[src/common/ctrlPkg.sv]
`default_nettype none

package ctrlPkg;

    localparam int STEP_WIDTH  = 2;
    localparam int FETCH_STEPS = 4; // Memory latency covered here
    localparam int SLL_STEPS   = 3;
    localparam int BREAK_STEPS = 2;

    typedef enum logic [5:0] {
        opTypeR = 6'b000000,
        opAddi  = 6'b001000,
        opAddiu = 6'b001001
    } opcode_t;

    typedef enum logic [5:0] {
        fnSll   = 6'b000000,
        fnBreak = 6'b001101,
        fnMfhi  = 6'b010000,
        fnMflo  = 6'b010010,
        fnAdd   = 6'b100000,
        fnSub   = 6'b100010,
        fnAnd   = 6'b100100
    } funct_t;

    typedef enum logic [3:0] {
        clsAdd, clsSub, clsAnd, clsSll, clsMfhi, clsMflo, clsBreak,
        clsAddi, clsAddiu, clsIllegal
    } instrClass_t;

    typedef enum logic [4:0] {
        stResetInit, stFetch, stPrecalc, stPrecalc2,
        stAdd, stSub, stAnd, stSaveResult,
        stAddi, stAddiu, stImmWriteBack,
        stSll, stMfhi, stMflo, stBreak,
        stOverflow, stOpcodeError
    } ctrlState_t;

    typedef enum logic [2:0] {
        aluPass      = 3'd0,
        aluAdd       = 3'd1,
        aluSub       = 3'd2,
        aluAnd       = 3'd3,
        aluShiftPass = 3'd4
    } aluOp_t;

    typedef enum logic [1:0] {
        srcPc   = 2'd0,
        srcRegA = 2'd1
    } aluSrcA_t;

    typedef enum logic [2:0] {
        srcRegB      = 3'd0,
        srcFour      = 3'd1,
        srcBranchOff = 3'd2,
        srcSignImm   = 3'd3
    } aluSrcB_t;

    typedef enum logic [1:0] {
        dstRd       = 2'd0,
        dstStackPtr = 2'd1,
        dstRt       = 2'd3
    } regDst_t;

    typedef enum logic [2:0] {
        dataAluOut    = 3'd0,
        dataLo        = 3'd1,
        dataHi        = 3'd2,
        dataStackInit = 3'd3,
        dataShifter   = 3'd6
    } dataSrc_t;

    typedef enum logic [2:0] {
        shiftHold = 3'd0,
        shiftLoad = 3'd1,
        shiftLeft = 3'd2
    } shiftOp_t;

    typedef enum logic [1:0] {
        amtNone  = 2'd0,
        amtShamt = 2'd2 // shamt field of the instruction
    } shiftAmtSrc_t;

endpackage

`default_nettype wire

[src/common/datapathCtrlIf.sv]
`timescale 1ns/1ps
`default_nettype none

interface datapathCtrlIf (input wire logic clk);
    logic                  writePc, writeA, writeB;
    logic                  writeAluOut, writeInstr, writeReg;
    ctrlPkg::aluOp_t       aluCtrl;
    ctrlPkg::aluSrcA_t     aluSrcA;
    ctrlPkg::aluSrcB_t     aluSrcB;
    ctrlPkg::regDst_t      regDst;
    ctrlPkg::dataSrc_t     dataSrc;
    ctrlPkg::shiftOp_t     shiftCtrl;
    ctrlPkg::shiftAmtSrc_t shiftAmtSrc;

    modport source (input clk,
                    output writePc, writeA, writeB, writeAluOut, writeInstr, writeReg,
                    output aluCtrl, aluSrcA, aluSrcB, regDst, dataSrc, shiftCtrl, shiftAmtSrc);

    modport sink (input writePc, writeA, writeB, writeAluOut, writeInstr, writeReg,
                  input aluCtrl, aluSrcA, aluSrcB, regDst, dataSrc, shiftCtrl, shiftAmtSrc);
endinterface

`default_nettype wire

[src/control/ctrlFsm.sv]
`timescale 1ns/1ps
`default_nettype none

module ctrlFsm (
    input  wire logic                  clk,
    input  wire logic                  reset,
    input  wire ctrlPkg::instrClass_t  instrClass,
    input  wire logic                  overflow,
    input  wire logic                  stepLast,
    output ctrlPkg::ctrlState_t        state,
    output ctrlPkg::ctrlState_t        nextState,
    output logic                       overflowTrap,
    output logic                       opcodeError
);

    always_ff @(posedge clk) begin
        if (reset) begin
            state <= ctrlPkg::stResetInit; // Stack pointer write follows
        end else begin
            state <= nextState;
        end
    end

    always_comb begin
        nextState = state;
        case (state)
            ctrlPkg::stResetInit: nextState = ctrlPkg::stFetch;
            ctrlPkg::stFetch: begin
                if (stepLast) begin
                    nextState = ctrlPkg::stPrecalc;
                end
            end
            ctrlPkg::stPrecalc: nextState = ctrlPkg::stPrecalc2;
            ctrlPkg::stPrecalc2: begin
                case (instrClass)
                    ctrlPkg::clsAdd:   nextState = ctrlPkg::stAdd;
                    ctrlPkg::clsSub:   nextState = ctrlPkg::stSub;
                    ctrlPkg::clsAnd:   nextState = ctrlPkg::stAnd;
                    ctrlPkg::clsSll:   nextState = ctrlPkg::stSll;
                    ctrlPkg::clsMfhi:  nextState = ctrlPkg::stMfhi;
                    ctrlPkg::clsMflo:  nextState = ctrlPkg::stMflo;
                    ctrlPkg::clsBreak: nextState = ctrlPkg::stBreak;
                    ctrlPkg::clsAddi:  nextState = ctrlPkg::stAddi;
                    ctrlPkg::clsAddiu: nextState = ctrlPkg::stAddiu;
                    default:           nextState = ctrlPkg::stOpcodeError;
                endcase
            end
            ctrlPkg::stAdd, ctrlPkg::stSub, ctrlPkg::stAnd: begin
                nextState = ctrlPkg::stSaveResult;
            end
            ctrlPkg::stSaveResult: begin
                nextState = overflow ? ctrlPkg::stOverflow : ctrlPkg::stFetch;
            end
            ctrlPkg::stAddi: begin
                nextState = overflow ? ctrlPkg::stOverflow : ctrlPkg::stImmWriteBack;
            end
            ctrlPkg::stAddiu: nextState = ctrlPkg::stImmWriteBack; // No trap on addiu
            ctrlPkg::stImmWriteBack: nextState = ctrlPkg::stFetch;
            ctrlPkg::stSll, ctrlPkg::stBreak: begin
                if (stepLast) begin
                    nextState = ctrlPkg::stFetch;
                end
            end
            ctrlPkg::stMfhi, ctrlPkg::stMflo: nextState = ctrlPkg::stFetch;
            ctrlPkg::stOverflow, ctrlPkg::stOpcodeError: nextState = state; // Held until reset
            default: nextState = ctrlPkg::stOpcodeError;
        endcase
    end

    assign overflowTrap = (state == ctrlPkg::stOverflow);
    assign opcodeError  = (state == ctrlPkg::stOpcodeError);

    stateLegal: assert property (@(posedge clk) disable iff (reset)
        !$isunknown(state) && (state <= ctrlPkg::stOpcodeError));

    // Only the two trapping adds may lead into the overflow trap
    overflowEntry: assert property (@(posedge clk) disable iff (reset)
        (state == ctrlPkg::stOverflow) && ($past(state) != ctrlPkg::stOverflow)
        |-> ($past(state) inside {ctrlPkg::stSaveResult, ctrlPkg::stAddi}));

endmodule

`default_nettype wire

[src/control/ctrlOutputs.sv]
`timescale 1ns/1ps
`default_nettype none

module ctrlOutputs (
    input  wire ctrlPkg::ctrlState_t             state,
    input  wire logic [ctrlPkg::STEP_WIDTH-1:0]  step,
    datapathCtrlIf.source                        ctrl
);

    always_comb begin
        ctrl.writePc     = 1'b0;
        ctrl.writeA      = 1'b0;
        ctrl.writeB      = 1'b0;
        ctrl.writeAluOut = 1'b0;
        ctrl.writeInstr  = 1'b0;
        ctrl.writeReg    = 1'b0;
        ctrl.aluCtrl     = ctrlPkg::aluPass;
        ctrl.aluSrcA     = ctrlPkg::srcPc;
        ctrl.aluSrcB     = ctrlPkg::srcRegB;
        ctrl.regDst      = ctrlPkg::dstRd;
        ctrl.dataSrc     = ctrlPkg::dataAluOut;
        ctrl.shiftCtrl   = ctrlPkg::shiftHold;
        ctrl.shiftAmtSrc = ctrlPkg::amtNone;

        case (state)
            ctrlPkg::stResetInit: begin
                ctrl.writeReg = 1'b1;
                ctrl.regDst   = ctrlPkg::dstStackPtr;
                ctrl.dataSrc  = ctrlPkg::dataStackInit;
            end
            ctrlPkg::stFetch: begin
                if (step == ctrlPkg::STEP_WIDTH'(ctrlPkg::FETCH_STEPS - 1)) begin
                    ctrl.writePc = 1'b1;
                end else begin
                    ctrl.writeInstr  = 1'b1; // Memory still settling
                    ctrl.writeAluOut = 1'b1;
                    ctrl.aluSrcB     = ctrlPkg::srcFour;
                    ctrl.aluCtrl     = ctrlPkg::aluAdd;
                end
            end
            ctrlPkg::stPrecalc: begin
                ctrl.writeAluOut = 1'b1; // Branch target, speculatively
                ctrl.aluSrcB     = ctrlPkg::srcBranchOff;
                ctrl.aluCtrl     = ctrlPkg::aluAdd;
            end
            ctrlPkg::stPrecalc2: begin
                ctrl.writeA = 1'b1;
                ctrl.writeB = 1'b1;
            end
            ctrlPkg::stAdd, ctrlPkg::stSub, ctrlPkg::stAnd: begin
                ctrl.writeAluOut = 1'b1;
                ctrl.aluSrcA     = ctrlPkg::srcRegA;
                ctrl.aluSrcB     = ctrlPkg::srcRegB;
                if (state == ctrlPkg::stAdd) begin
                    ctrl.aluCtrl = ctrlPkg::aluAdd;
                end else if (state == ctrlPkg::stSub) begin
                    ctrl.aluCtrl = ctrlPkg::aluSub;
                end else begin
                    ctrl.aluCtrl = ctrlPkg::aluAnd;
                end
            end
            ctrlPkg::stSaveResult: ctrl.writeReg = 1'b1;
            ctrlPkg::stAddi, ctrlPkg::stAddiu: begin
                ctrl.writeAluOut = 1'b1;
                ctrl.aluSrcA     = ctrlPkg::srcRegA;
                ctrl.aluSrcB     = ctrlPkg::srcSignImm;
                ctrl.aluCtrl     = ctrlPkg::aluAdd;
            end
            ctrlPkg::stImmWriteBack: begin
                ctrl.writeReg = 1'b1;
                ctrl.regDst   = ctrlPkg::dstRt;
            end
            ctrlPkg::stSll: begin
                ctrl.aluCtrl     = ctrlPkg::aluShiftPass;
                ctrl.shiftAmtSrc = ctrlPkg::amtShamt;
                ctrl.shiftCtrl   = (step == '0) ? ctrlPkg::shiftLoad : ctrlPkg::shiftLeft;
                if (step == ctrlPkg::STEP_WIDTH'(ctrlPkg::SLL_STEPS - 1)) begin
                    ctrl.writeReg = 1'b1;
                    ctrl.dataSrc  = ctrlPkg::dataShifter;
                end
            end
            ctrlPkg::stMfhi: begin
                ctrl.writeReg = 1'b1;
                ctrl.dataSrc  = ctrlPkg::dataHi;
            end
            ctrlPkg::stMflo: begin
                ctrl.writeReg = 1'b1;
                ctrl.dataSrc  = ctrlPkg::dataLo;
            end
            ctrlPkg::stBreak: begin
                if (step == '0) begin
                    ctrl.writeAluOut = 1'b1; // PC - 4 rewinds past break
                    ctrl.aluSrcB     = ctrlPkg::srcFour;
                    ctrl.aluCtrl     = ctrlPkg::aluSub;
                end else begin
                    ctrl.writePc = 1'b1;
                end
            end
            default: begin
                // Traps drive nothing
            end
        endcase
    end

    noInstrPcOverlap: assert property (@(posedge ctrl.clk)
        !(ctrl.writeInstr && ctrl.writePc));

endmodule

`default_nettype wire

[src/control/stepCounter.sv]
`timescale 1ns/1ps
`default_nettype none

module stepCounter (
    input  wire logic                              clk,
    input  wire logic                              reset,
    input  wire ctrlPkg::ctrlState_t               state,
    input  wire ctrlPkg::ctrlState_t               nextState,
    output logic [ctrlPkg::STEP_WIDTH-1:0]         step,
    output logic                                   stepLast
);

    logic [ctrlPkg::STEP_WIDTH-1:0] lastStep;

    // Final step index per state
    always_comb begin
        case (state)
            ctrlPkg::stFetch: lastStep = ctrlPkg::STEP_WIDTH'(ctrlPkg::FETCH_STEPS - 1);
            ctrlPkg::stSll:   lastStep = ctrlPkg::STEP_WIDTH'(ctrlPkg::SLL_STEPS - 1);
            ctrlPkg::stBreak: lastStep = ctrlPkg::STEP_WIDTH'(ctrlPkg::BREAK_STEPS - 1);
            default:          lastStep = '0;
        endcase
    end

    assign stepLast = (step == lastStep);

    always_ff @(posedge clk) begin
        if (reset) begin
            step <= '0;
        end else if ((nextState != state) || stepLast) begin
            step <= '0; // Terminal states sit at step 0
        end else begin
            step <= step + 1'b1;
        end
    end

    stepInRange: assert property (@(posedge clk) disable iff (reset) step <= lastStep);

endmodule

`default_nettype wire

[src/logic/ctrlUnit.sv]
`timescale 1ns/1ps
`default_nettype none

module ctrlUnit (
    input  wire logic       clk,
    input  wire logic       reset,
    input  wire logic [5:0] opcode,
    input  wire logic [5:0] funct,
    input  wire logic       overflow,
    output logic            writePc,
    output logic            writeA,
    output logic            writeB,
    output logic            writeAluOut,
    output logic            writeInstr,
    output logic            writeReg,
    output logic [2:0]      aluCtrl,
    output logic [1:0]      aluSrcA,
    output logic [2:0]      aluSrcB,
    output logic [1:0]      regDst,
    output logic [2:0]      dataSrc,
    output logic [2:0]      shiftCtrl,
    output logic [1:0]      shiftNCtrl,
    output logic            overflowTrap,
    output logic            opcodeError
);

    ctrlPkg::instrClass_t           instrClass;
    ctrlPkg::ctrlState_t            state;
    ctrlPkg::ctrlState_t            nextState;
    logic [ctrlPkg::STEP_WIDTH-1:0] step;
    logic                           stepLast;

    datapathCtrlIf ctrl (.clk(clk));

    instrDecoder u_instrDecoder (
        .opcode     (opcode),
        .funct      (funct),
        .instrClass (instrClass)
    );

    ctrlFsm u_ctrlFsm (
        .clk          (clk),
        .reset        (reset),
        .instrClass   (instrClass),
        .overflow     (overflow),
        .stepLast     (stepLast),
        .state        (state),
        .nextState    (nextState),
        .overflowTrap (overflowTrap),
        .opcodeError  (opcodeError)
    );

    stepCounter u_stepCounter (
        .clk       (clk),
        .reset     (reset),
        .state     (state),
        .nextState (nextState),
        .step      (step),
        .stepLast  (stepLast)
    );

    ctrlOutputs u_ctrlOutputs (
        .state (state),
        .step  (step),
        .ctrl  (ctrl.source)
    );

    // Control word out to plain ports
    assign writePc     = ctrl.writePc;
    assign writeA      = ctrl.writeA;
    assign writeB      = ctrl.writeB;
    assign writeAluOut = ctrl.writeAluOut;
    assign writeInstr  = ctrl.writeInstr;
    assign writeReg    = ctrl.writeReg;
    assign aluCtrl     = ctrl.aluCtrl;
    assign aluSrcA     = ctrl.aluSrcA;
    assign aluSrcB     = ctrl.aluSrcB;
    assign regDst      = ctrl.regDst;
    assign dataSrc     = ctrl.dataSrc;
    assign shiftCtrl   = ctrl.shiftCtrl;
    assign shiftNCtrl  = ctrl.shiftAmtSrc; // Shift amount select

endmodule

`default_nettype wire

[src/logic/instrDecoder.sv]
`timescale 1ns/1ps
`default_nettype none

module instrDecoder (
    input  wire logic [5:0]           opcode,
    input  wire logic [5:0]           funct,
    output ctrlPkg::instrClass_t      instrClass
);

    ctrlPkg::instrClass_t functClass;

    // R-type group selected by funct
    always_comb begin
        case (funct)
            ctrlPkg::fnAdd:   functClass = ctrlPkg::clsAdd;
            ctrlPkg::fnSub:   functClass = ctrlPkg::clsSub;
            ctrlPkg::fnAnd:   functClass = ctrlPkg::clsAnd;
            ctrlPkg::fnSll:   functClass = ctrlPkg::clsSll;
            ctrlPkg::fnMfhi:  functClass = ctrlPkg::clsMfhi;
            ctrlPkg::fnMflo:  functClass = ctrlPkg::clsMflo;
            ctrlPkg::fnBreak: functClass = ctrlPkg::clsBreak;
            default:          functClass = ctrlPkg::clsIllegal;
        endcase
    end

    always_comb begin
        case (opcode)
            ctrlPkg::opTypeR: instrClass = functClass;
            ctrlPkg::opAddi:  instrClass = ctrlPkg::clsAddi;
            ctrlPkg::opAddiu: instrClass = ctrlPkg::clsAddiu;
            default:          instrClass = ctrlPkg::clsIllegal; // Unsupported opcode
        endcase
    end

endmodule

`default_nettype wire

[config.mk]
export PLATFORM = sky130hd
export DESIGN_NAME = ctrlUnit
export DESIGN_NICKNAME = d
export VERILOG_FILES = /design/src/common/ctrlPkg.sv /design/src/common/datapathCtrlIf.sv /design/src/control/ctrlFsm.sv /design/src/control/ctrlOutputs.sv /design/src/control/stepCounter.sv /design/src/logic/ctrlUnit.sv /design/src/logic/instrDecoder.sv
export SDC_FILE = /design/constraint.sdc
export NUM_CORES = 1
export LEC_CHECK = 0
export BUFFER_PORTS_ARGS = -buffer_cell sky130_fd_sc_hd__buf_2
export CAP_MARGIN = 20
export CORE_MARGIN = 10
export CORE_UTILIZATION = 51
export DETAILED_ROUTE_END_ITERATION = 10
export GPL_TIMING_DRIVEN = 0
export PLACE_DENSITY = 0.83
export SYNTH_ARGS = -nofsm -noshare
export SYNTH_HDL_FRONTEND = slang
export SYNTH_SLANG_ARGS = --single-unit
[constraint.sdc]
create_clock -name clk -period 2.6 [get_ports clk]
set_clock_uncertainty 0.15 [all_clocks]
set_input_delay 0.78 -clock clk [delete_from_list [all_inputs] [get_ports clk]]
set_output_delay 0.78 -clock clk [all_outputs]
set_load 0.01 [all_outputs]
# After elaboration in Yosys (flattened, before gate mapping)
# Memory sizes are Yosys's and may differ from the RTL's.
# Cells that the tools add are included.
totals:
  latch_bits: 0
  n_memories: 1
  ram_bits: 0
  input_bits: 15
  regBits: 7
  romBits: 80
mem_list:
  columns: ["name", "depth", "width", "rd", "rd_clocked_by_memory_dff", "wr", "line_no", "rtl"]
  rows:
  - ["(name not given)", 16, 5, 1, 0, 0, "ctrlFsm.sv:35", "case (instrClass)"]
op_classes:
  div_mod_pow: 0
  reduce_logical: 15
  eq_ne: 28
  multipliers: 0
  add_sub_neg: 1
  magnitude_cmp: 0
  muxes: 32
  n_bitwise: 0
  n_shift: 0
ops:
  columns: ["cell", "n"]
  rows:
  - ["5-bit case mux with 10 select lines", 1]
  - ["5-bit by 4-bit equality test with 1-bit output, second input constant", 8]
  - ["4-bit case mux with 7 select lines", 1]
  - ["3-bit case mux with 4 select lines", 2]
  - ["5-bit by 3-bit equality test with 1-bit output, second input constant", 4]
  - ["6-bit by 4-bit equality test with 1-bit output, second input constant", 3]
  - ["6-bit equality test, second input constant", 3]
  - ["3-bit case mux with 5 select lines", 1]
  - ["6-bit by 5-bit equality test with 1-bit output, second input constant", 2]
  - ["6-bit logical NOT", 2]
  - ["3-bit 2-to-1 mux", 4]
  - ["4-bit case mux with 3 select lines", 1]
  - ["1-bit 2-to-1 mux", 11]
  - ["5-bit by 2-bit equality test with 1-bit output, second input constant", 2]
  - ["5-bit 2-to-1 mux", 2]
  - ["5-bit OR reduction", 2]
  - ["2-bit OR reduction", 4]
  - ["2-bit 2-to-1 mux", 3]
  - ["2-bit case mux with 3 select lines", 1]
  - ["3-bit OR reduction", 2]
  - ["6-bit OR reduction", 1]
  - ["5-bit by 1-bit equality test with 1-bit output, second input constant", 1]
  - ["5-bit equality test, second input constant", 1]
  - ["5-bit logical NOT", 1]
  - ["other kinds (11)", 13]

# Logic depth before layout (Yosys ltp)
# Gate-level depths: netlist of run 1.
logic_depth:
  word_depth: 8
  mapped_depth: 9

# Hierarchy
# Synthesis of run 1 repeated with hierarchy kept, for this count alone.
hier_totals:
  hier_cells: 182
  area_unflattened_um2: 1347.5
modules_own_cells:
  columns: ["module", "area_per_inst_um2", "seq_area_each_um2", "n_inst", "cells_per_inst"]
  rows:
  - ["ctrlFsm", 511.7, 100.1, 1, 58]
  - ["ctrlOutputs", 445.4, 0.0, 1, 71]
  - ["stepCounter", 215.2, 40.0, 1, 27]
  - ["instrDecoder", 175.2, 0.0, 1, 26]

# Least setup slack after synthesis of run 1
# No wires, ideal clock.
synth_path:
  path_kind: "register to output"
  from: "register u_ctrlFsm.state[3]"
  to: "output writeAluOut"
  path_stages_with_launch: 6
  slack_ns: 0.102
  required_time_ns: 1.670
  arrival_ns: 1.568
  path_cell_list: "dfxtp_1 -> buf_2 -> buf_1 -> inv_1 -> o32ai_1 -> nand2b_1"
synth_between:
  elab_chain_cells: 3
synth_rtl:
  columns: ["item", "line_no", "rtl"]
  rows:
  - ["start: declaration", "ctrlFsm.sv:10", "output ctrlPkg::ctrlState_t state,"]
  - ["start signal: assignment", "ctrlFsm.sv:18", "state <= ctrlPkg::stResetInit;"]
  - ["start signal: assignment", "ctrlFsm.sv:20", "state <= nextState;"]
  - ["5-bit by 2-bit equality test with 1-bit output (tied with other cells)", "ctrlOutputs.sv:25", "case (state)"]
  - ["6-bit OR reduction (no source line)", null, null]
  - ["1-bit case mux with 3 select lines *", "ctrlOutputs.sv:25", null]
  - ["end: declaration", "ctrlUnit.sv:13", "output logic writeAluOut,"]
# Mark *: on every way between the ends. The rest lies on a longest branch, timed or not.

# Worst setup path after layout of run 1
# Same ends and word-level chain as after synthesis.

==> results of run 1 <==
-- area by class of cell --
type | instances | area share
Timing Repair Buffer | 37 | 0.117
Inverter | 12 | 0.0282
Tap cell | 28 | 0.0219
Buffer | 18 | 0.0971
Multi-Input combinational cell | 148 | 0.630
Clock inverter | 1 | 0.00313
Sequential cell | 7 | 0.0885
Clock buffer | 3 | 0.0141
-- layer usage --
metal	share of wire	up-vias	GRT usage
li1	-	756	-
met1	0.41	673	0.190
met2	0.49	58	0.255
met3	0.096	2	0.0161
met4	0.0051	0	0.0302
met5	0	-	0
-- worst min-delay path by stage --
stage	from	endpoint	slack (ns)	cells past startpoint
2_1_floorplan	u_stepCounter.step[0]	u_stepCounter.step[0]	0.41	2
3_3_place_gp	u_stepCounter.step[0]	u_stepCounter.step[0]	0.44	2
3_5_place_dp	u_stepCounter.step[0]	u_stepCounter.step[0]	0.46	2
4_1_cts	u_stepCounter.step[0]	u_stepCounter.step[0]	0.47	2
5_1_grt	u_stepCounter.step[0]	u_stepCounter.step[0]	0.52	2
6_report	u_stepCounter.step[0]	u_stepCounter.step[0]	0.48	2
-- cells in the mapped netlist, types with 3 or more instances --
library cell | count | share of area
nor2_1 | 23 | 0.072
nand2_1 | 15 | 0.047
a21oi_1 | 12 | 0.050
inv_1 | 12 | 0.037
buf_4 | 7 | 0.044
dfxtp_1 | 7 | 0.12
o21ai_0 | 7 | 0.029
nor4_1 | 6 | 0.031
and3_1 | 5 | 0.026
buf_2 | 5 | 0.021
clkbuf_1 | 5 | 0.016
nor3_1 | 5 | 0.021
nor2b_1 | 4 | 0.021
a21o_1 | 3 | 0.019
a31oi_1 | 3 | 0.016
buf_1 | 3 | 0.0093
ha_1 | 3 | 0.031
nand2b_1 | 3 | 0.016
o21bai_1 | 3 | 0.019
or3_1 | 3 | 0.016
-- metrics by stage --
step	area [sq um]	worst slack (ns)	TNS, ns	power, uW	util
2_1_floorplan	1220	0.102	0	184	-
3_3_place_gp	1430	-0.156	-0.393	224	0.641
3_5_place_dp	1430	-0.194	-0.446	225	0.641
4_1_cts	1510	-0.0143	-0.0230	326	0.677
5_1_grt	1600	-0.00199	-0.00199	356	0.715
6_report	1600	0.0785	0	332	0.715
-- state kept, by name, summed over array words and instances (netlist names) --
| name | count |
|---|---|
| u_stepCounter.step | 2 |
| u_ctrlFsm.state | 5 |
-- where the power goes --
group	leakage, uW	internal, uW	switching (uW)
clock network	0.0000177	56.0	38.1
registers	0.0000574	110	2.88
logic	0.000642	56.7	68.7
-- logic make-up (layout without fill, tap and decap cells) --
| group | count (synthesis) | in the layout | synth area share |
|---|---|---|---|
| AOI/OAI and AO/OA | 53 | 53 | 0.307 |
| xor gates and xnor gates | 3 | 3 | 0.0218 |
| adders and majority gates | 4 | 4 | 0.0394 |
| buffers and inverters | 32 | 71 | 0.127 |
| DFF | 7 | 7 | 0.116 |
| muxes | 2 | 2 | 0.0166 |
| other | 1 | 4 | 0.00311 |
| and+or+nand+nor | 82 | 82 | 0.369 |
-- worst reg2reg max path, stage by stage, from the launching register on --
cell and delay (ns):
dfxtp_1 0.34, buf_4 0.18, or3b_1 0.38, o2111ai_1 0.11, a21o_1 0.16, a21boi_1 0.24, o221ai_1 0.14, a31o_1 0.24
nor4_2 0.25
-- what timing repair did --
item,in CTS,in global routing
pin swaps,0,1
gates resized for setup,17,25
buffers inserted,0,1
setup endpoints to repair,12,17
==> impl_metrics.env, run 1 <==
export IMPL_endpoint="writeAluOut"
export IMPL_area_delta_synth_final_pct=32.5
export IMPL_hold_viol_final=0
export IMPL_fin_crit_sh=0.970
export IMPL_dieArea_sq_mm=0.00471
export IMPL_final_cells=254
export IMPL_wire_per_inst_um=14.7
export IMPL_cts_path_max_buffers=2
export IMPL_layout_nets=245
export IMPL_grt_ovfl_total=0
export IMPL_r2r_cells=8
export IMPL_grt_pass1_wl_mm=5.66
export IMPL_firstDrtPassIters=4
export IMPL_drcViolationCount=0
export IMPL_postRouteAntennaNets=0
export IMPL_p_per_area_mw_per_mm2=208
export IMPL_initial_core_util=0.540
export IMPL_synth_seq_cells=7
export IMPL_diodes=0
export IMPL_cts_tree="yes"
export IMPL_ys_seq_area_frac=0.116
export IMPL_critPathMaxStageDelay_ns=0.37
export IMPL_grt_max_degree=11
export IMPL_viasPerCell=5.86
export IMPL_final_common_cell="buf_2"
export IMPL_pin_count=41
export IMPL_cts_sinks=7
export IMPL_layout_drive_gt1_share=0.345
export IMPL_clock_fmax_mhz=397
export IMPL_drv_cap=0
export IMPL_ys_async_sr_fraction=0
export IMPL_critPathLaunch="u_ctrlFsm.state[3]"
export IMPL_synth_area_sq_mm=0.00121
export IMPL_place_inst=251
export IMPL_clkLatencyLatePin_ns=0.24
export IMPL_synth_avg_cell_area_sq_um=6.56
export IMPL_register_area_sq_um=141
export IMPL_r2r_start="u_stepCounter.step[0]"
export IMPL_grt_antenna_before_repair=0
export IMPL_power_leakage_uw=0.000717
export IMPL_nFillCells=185
export IMPL_hp_class="flop to flop"
export IMPL_critPathTopFamily="buffers and inverters"
export IMPL_ctsHoldBuffers=0
export IMPL_multi_input_area_sq_mm=0.00101
export IMPL_ys_flop_type="dfxtp_1"
export IMPL_layout_common_cells="buf_2 (36), nor2_1 (21), nand2_1 (15)"
export IMPL_period_needed_ns=2.52
export IMPL_dp_hpwl_mm=2.83
export IMPL_row_count=17
export IMPL_synth_cells=184
export IMPL_r2r_end="u_stepCounter.step[0]"
export IMPL_critPathLaunchType="flop"
export IMPL_cp_end_kind="output pin"
export IMPL_whs_ns=0.483
export IMPL_crit_top_cell="buf_6"
export IMPL_setup_viol=0
export IMPL_crit_arrival_ns=1.59
export IMPL_routabilityCongestion=0.908
export IMPL_fp_dieH_um=68.6
export IMPL_die_w_um=68.6
export IMPL_synth_cell_types=57
export IMPL_coreArea_sq_mm=0.00223
export IMPL_grt_use_total=0.147
export IMPL_cts_max_level=1
export IMPL_relSlewSlack=0.658
export IMPL_cts_root_buf="clkbuf_4"
export IMPL_drtIter0Drc=131
export IMPL_setup_worst_path_class="flop to output pin"
export IMPL_worst_pin_slew_ns=0.508
export IMPL_slew_viol_final=0
export IMPL_ir_drop_uv=307
export IMPL_outcome="completed"
export IMPL_critical_path_required_ns=1.67
export IMPL_path_cells="buf_6 -> buf_6 -> inv_1 -> o32ai_2 -> nand2b_1 -> buf_2"
export IMPL_crit_cells=6
export IMPL_drt_total_wl_mm=3.73
export IMPL_io_buffers=36
export IMPL_vias=1489
export IMPL_cpMaxStageDelayCell="dfxtp_1"
export IMPL_critPathMaxFanout=10
export IMPL_cts_inserted_buffers=3
export IMPL_ff2ff_setup_slack_ns=0.31
export IMPL_path_buf_inv=4
export IMPL_synth_edf_count=0
export IMPL_grt_pass1_vias=1281
export IMPL_yosysWarningCount=0
export IMPL_clk_pin_slew_worst_paths_ns=0.05
Power figures use the tool's default switching activity.
==> run 2: changes to the inputs <==
--- a/config.mk
+++ b/config.mk
@@ -7,11 +7,14 @@
 export LEC_CHECK = 0
 export BUFFER_PORTS_ARGS = -buffer_cell sky130_fd_sc_hd__buf_2
 export CAP_MARGIN = 20
+export CELL_PAD_IN_SITES_DETAIL_PLACEMENT = 1
+export CELL_PAD_IN_SITES_GLOBAL_PLACEMENT = 1
 export CORE_MARGIN = 10
-export CORE_UTILIZATION = 51
+export CORE_UTILIZATION = 34
 export DETAILED_ROUTE_END_ITERATION = 10
+export GPL_ROUTABILITY_DRIVEN = 1
 export GPL_TIMING_DRIVEN = 0
-export PLACE_DENSITY = 0.83
+export PLACE_DENSITY = 0.81
 export SYNTH_ARGS = -nofsm -noshare
 export SYNTH_HDL_FRONTEND = slang
 export SYNTH_SLANG_ARGS = --single-unit
==> run 2 against run 1 <==
Against the previous run: critical path depth up 1; design area grew 3.4%; largest cell class unchanged; worst hold slack lost 0.010 ns; setup slack worse by 0.071 ns; global-route usage about the same; clock power rose by 20%; register-to-register slack better by 0.02 ns; sequential cell count unchanged; critical path type unchanged; utilization is 23 points lower; die area is 34% higher.
==> impl_metrics.env, run 2 (synthesized netlist as in run 1, its figures left out) <==
export IMPL_cts_tree="yes"
export IMPL_setup_viol=0
export IMPL_met3WireLength_um=304
export IMPL_layout_nets=248
export IMPL_routabilityCongestion=0.830
export IMPL_cts_sinks=7
export IMPL_wl_met2_mm=2.26
export IMPL_cts_path_max_buffers=2
export IMPL_outcome="completed"
export IMPL_grt_antenna_before_repair=0
export IMPL_grt_setup_unrepaired="yes"
export IMPL_wire_per_inst_um=17.3
export IMPL_grt_pass1_vias=1572
export IMPL_fin_ws_ns=0.00737
export IMPL_maxUsedRoutingLayer="met4"
export IMPL_diodes=0
export IMPL_cp_end_kind="output pin"
export IMPL_die_w_um=79.6
export IMPL_dp_hpwl_mm=3.42
export IMPL_vias=1573
export IMPL_clkLatencyLatePin_ns=0.28
export IMPL_cts_root_buf="clkbuf_4"
export IMPL_fin_crit_sh=0.997
export IMPL_initial_core_util=0.356
export IMPL_final_common_cell="buf_2"
export IMPL_grt_pass1_wl_mm=7.74
export IMPL_drtIter0Drc=87
export IMPL_tns_ns=0
export IMPL_critPathMaxFanout=10
export IMPL_cts_max_level=1
export IMPL_period_needed_ns=2.59
export IMPL_layout_drive_gt1_share=0.349
export IMPL_critical_path_required_ns=1.67
export IMPL_largest_register="u_ctrlFsm.state"
export IMPL_fin_area_sq_mm=0.00165
export IMPL_clk_pin_slew_worst_paths_ns=0.07
export IMPL_viasPerCell=5.72
export IMPL_pin_count=41
export IMPL_hold_viol_final=0
export IMPL_drt_total_wl_mm=4.75
export IMPL_crit_arrival_ns=1.66
export IMPL_drt_met1_wl_mm=2.09
export IMPL_layout_common_cells="buf_2 (36), nor2_1 (21), nand2_1 (15)"
export IMPL_place_ws_ns=-0.237
export IMPL_coreArea_sq_mm=0.00339
export IMPL_slew_viol_final=0
export IMPL_nFillCells=454
export IMPL_ir_drop_uv=125
export IMPL_cts_inserted_buffers=3
export IMPL_final_util=0.488
export IMPL_io_buffers=36
export IMPL_row_count=21
export IMPL_top_regs="u_ctrlFsm.state: 5 flops, u_stepCounter.step: 2 flops"
export IMPL_p_per_area_mw_per_mm2=214
export IMPL_clock_fmax_mhz=386
export IMPL_firstDrtPassIters=4
export IMPL_grt_max_degree=11
export IMPL_ctsHoldBuffers=0
export IMPL_setup_worst_path_class="flop to output pin"
export IMPL_dieArea_sq_mm=0.00633
export IMPL_drv_cap=0
export IMPL_placed_cell_area_sq_mm=0.00146
export IMPL_grt_ovfl_total=0
export IMPL_hp_class="flop to flop"
export IMPL_postRouteAntennaNets=0
export IMPL_area_delta_synth_final_pct=37.0
export IMPL_grt_use_total=0.147
export IMPL_drcViolationCount=0
export IMPL_critPathLaunchType="flop"
export IMPL_largest_reg_flops=5
export IMPL_fp_dieH_um=79.6
export IMPL_power_leakage_uw=0.000735
run 2: changes by cell type in the layout (fill, tap and decap cells not counted), sizes merged:
| cell | previous run | this run |
|---|---|---|
| clkinv | 1 | 0 |
| clkbuf | 9 | 8 |
| buf | 49 | 54 |
run 2: per-stage QoR:
step | total power [uW] | hold WS [ns] | cells
2_1_floorplan | 184 | 0.407 | 187
3_3_place_gp | 227 | 0.446 | 269
3_5_place_dp | 229 | 0.462 | 269
4_1_cts | 347 | 0.477 | 274
5_1_grt | 375 | 0.517 | 275
6_report | 354 | 0.473 | 275
run 2: final timing paths:
kind                    startpoint               endpoint  slack (ns)  cells past startpoint
min          u_stepCounter.step[0]  u_stepCounter.step[0]        0.47                      2
max reg2reg  u_stepCounter.step[1]  u_stepCounter.step[0]        0.33                      8
min reg2reg  u_stepCounter.step[0]  u_stepCounter.step[0]        0.47                      2
max             u_ctrlFsm.state[2]               writeReg       0.007                      7
run 2: cell type report:
| type | instances | area, sq um | share of cell area |
|---|---|---|---|
| Sequential cell | 7 | 143 | 0.0863 |
| Buffer | 19 | 179 | 0.108 |
| Clock buffer | 4 | 26.3 | 0.0159 |
| Timing Repair Buffer | 39 | 203 | 0.123 |
| Tap cell | 46 | 57.6 | 0.0348 |
| Inverter | 12 | 45.0 | 0.0273 |
| Multi-Input combinational cell | 148 | 1000 | 0.605 |
run 2: critical path, stage by stage (launching register included):
cell and delay [ns]:
dfxtp_1 0.31, buf_6 0.13, clkbuf_16 0.16, buf_12 0.14, nor3_4 0.13, a211oi_2 0.07
a311oi_1 0.25, buf_2 0.18
run 2: power breakdown:
part | switching (uW) | internal [uW] | leakage (uW) | total, uW
combinational | 71.6 | 56.4 | 0.000663 | 128
clock | 53.3 | 59.3 | 0.0000150 | 113
sequential | 2.95 | 110 | 0.0000575 | 113
total | 128 | 226 | 0.000735 | 354
run 2: routing by layer:
layer / up-vias / GRT usage
met3: 11 / 0.0417
met5: - / 0
met4: 0 / 0.0484
li1: 756 / -
met2: 39 / 0.249
met1: 767 / 0.173
run 2: what timing repair did:
action / CTS / global route
pin swaps: 3 / 3
setup endpoints to repair: 15 / 15
gates resized for setup: 29 / 17
buffers inserted: 2 / 1
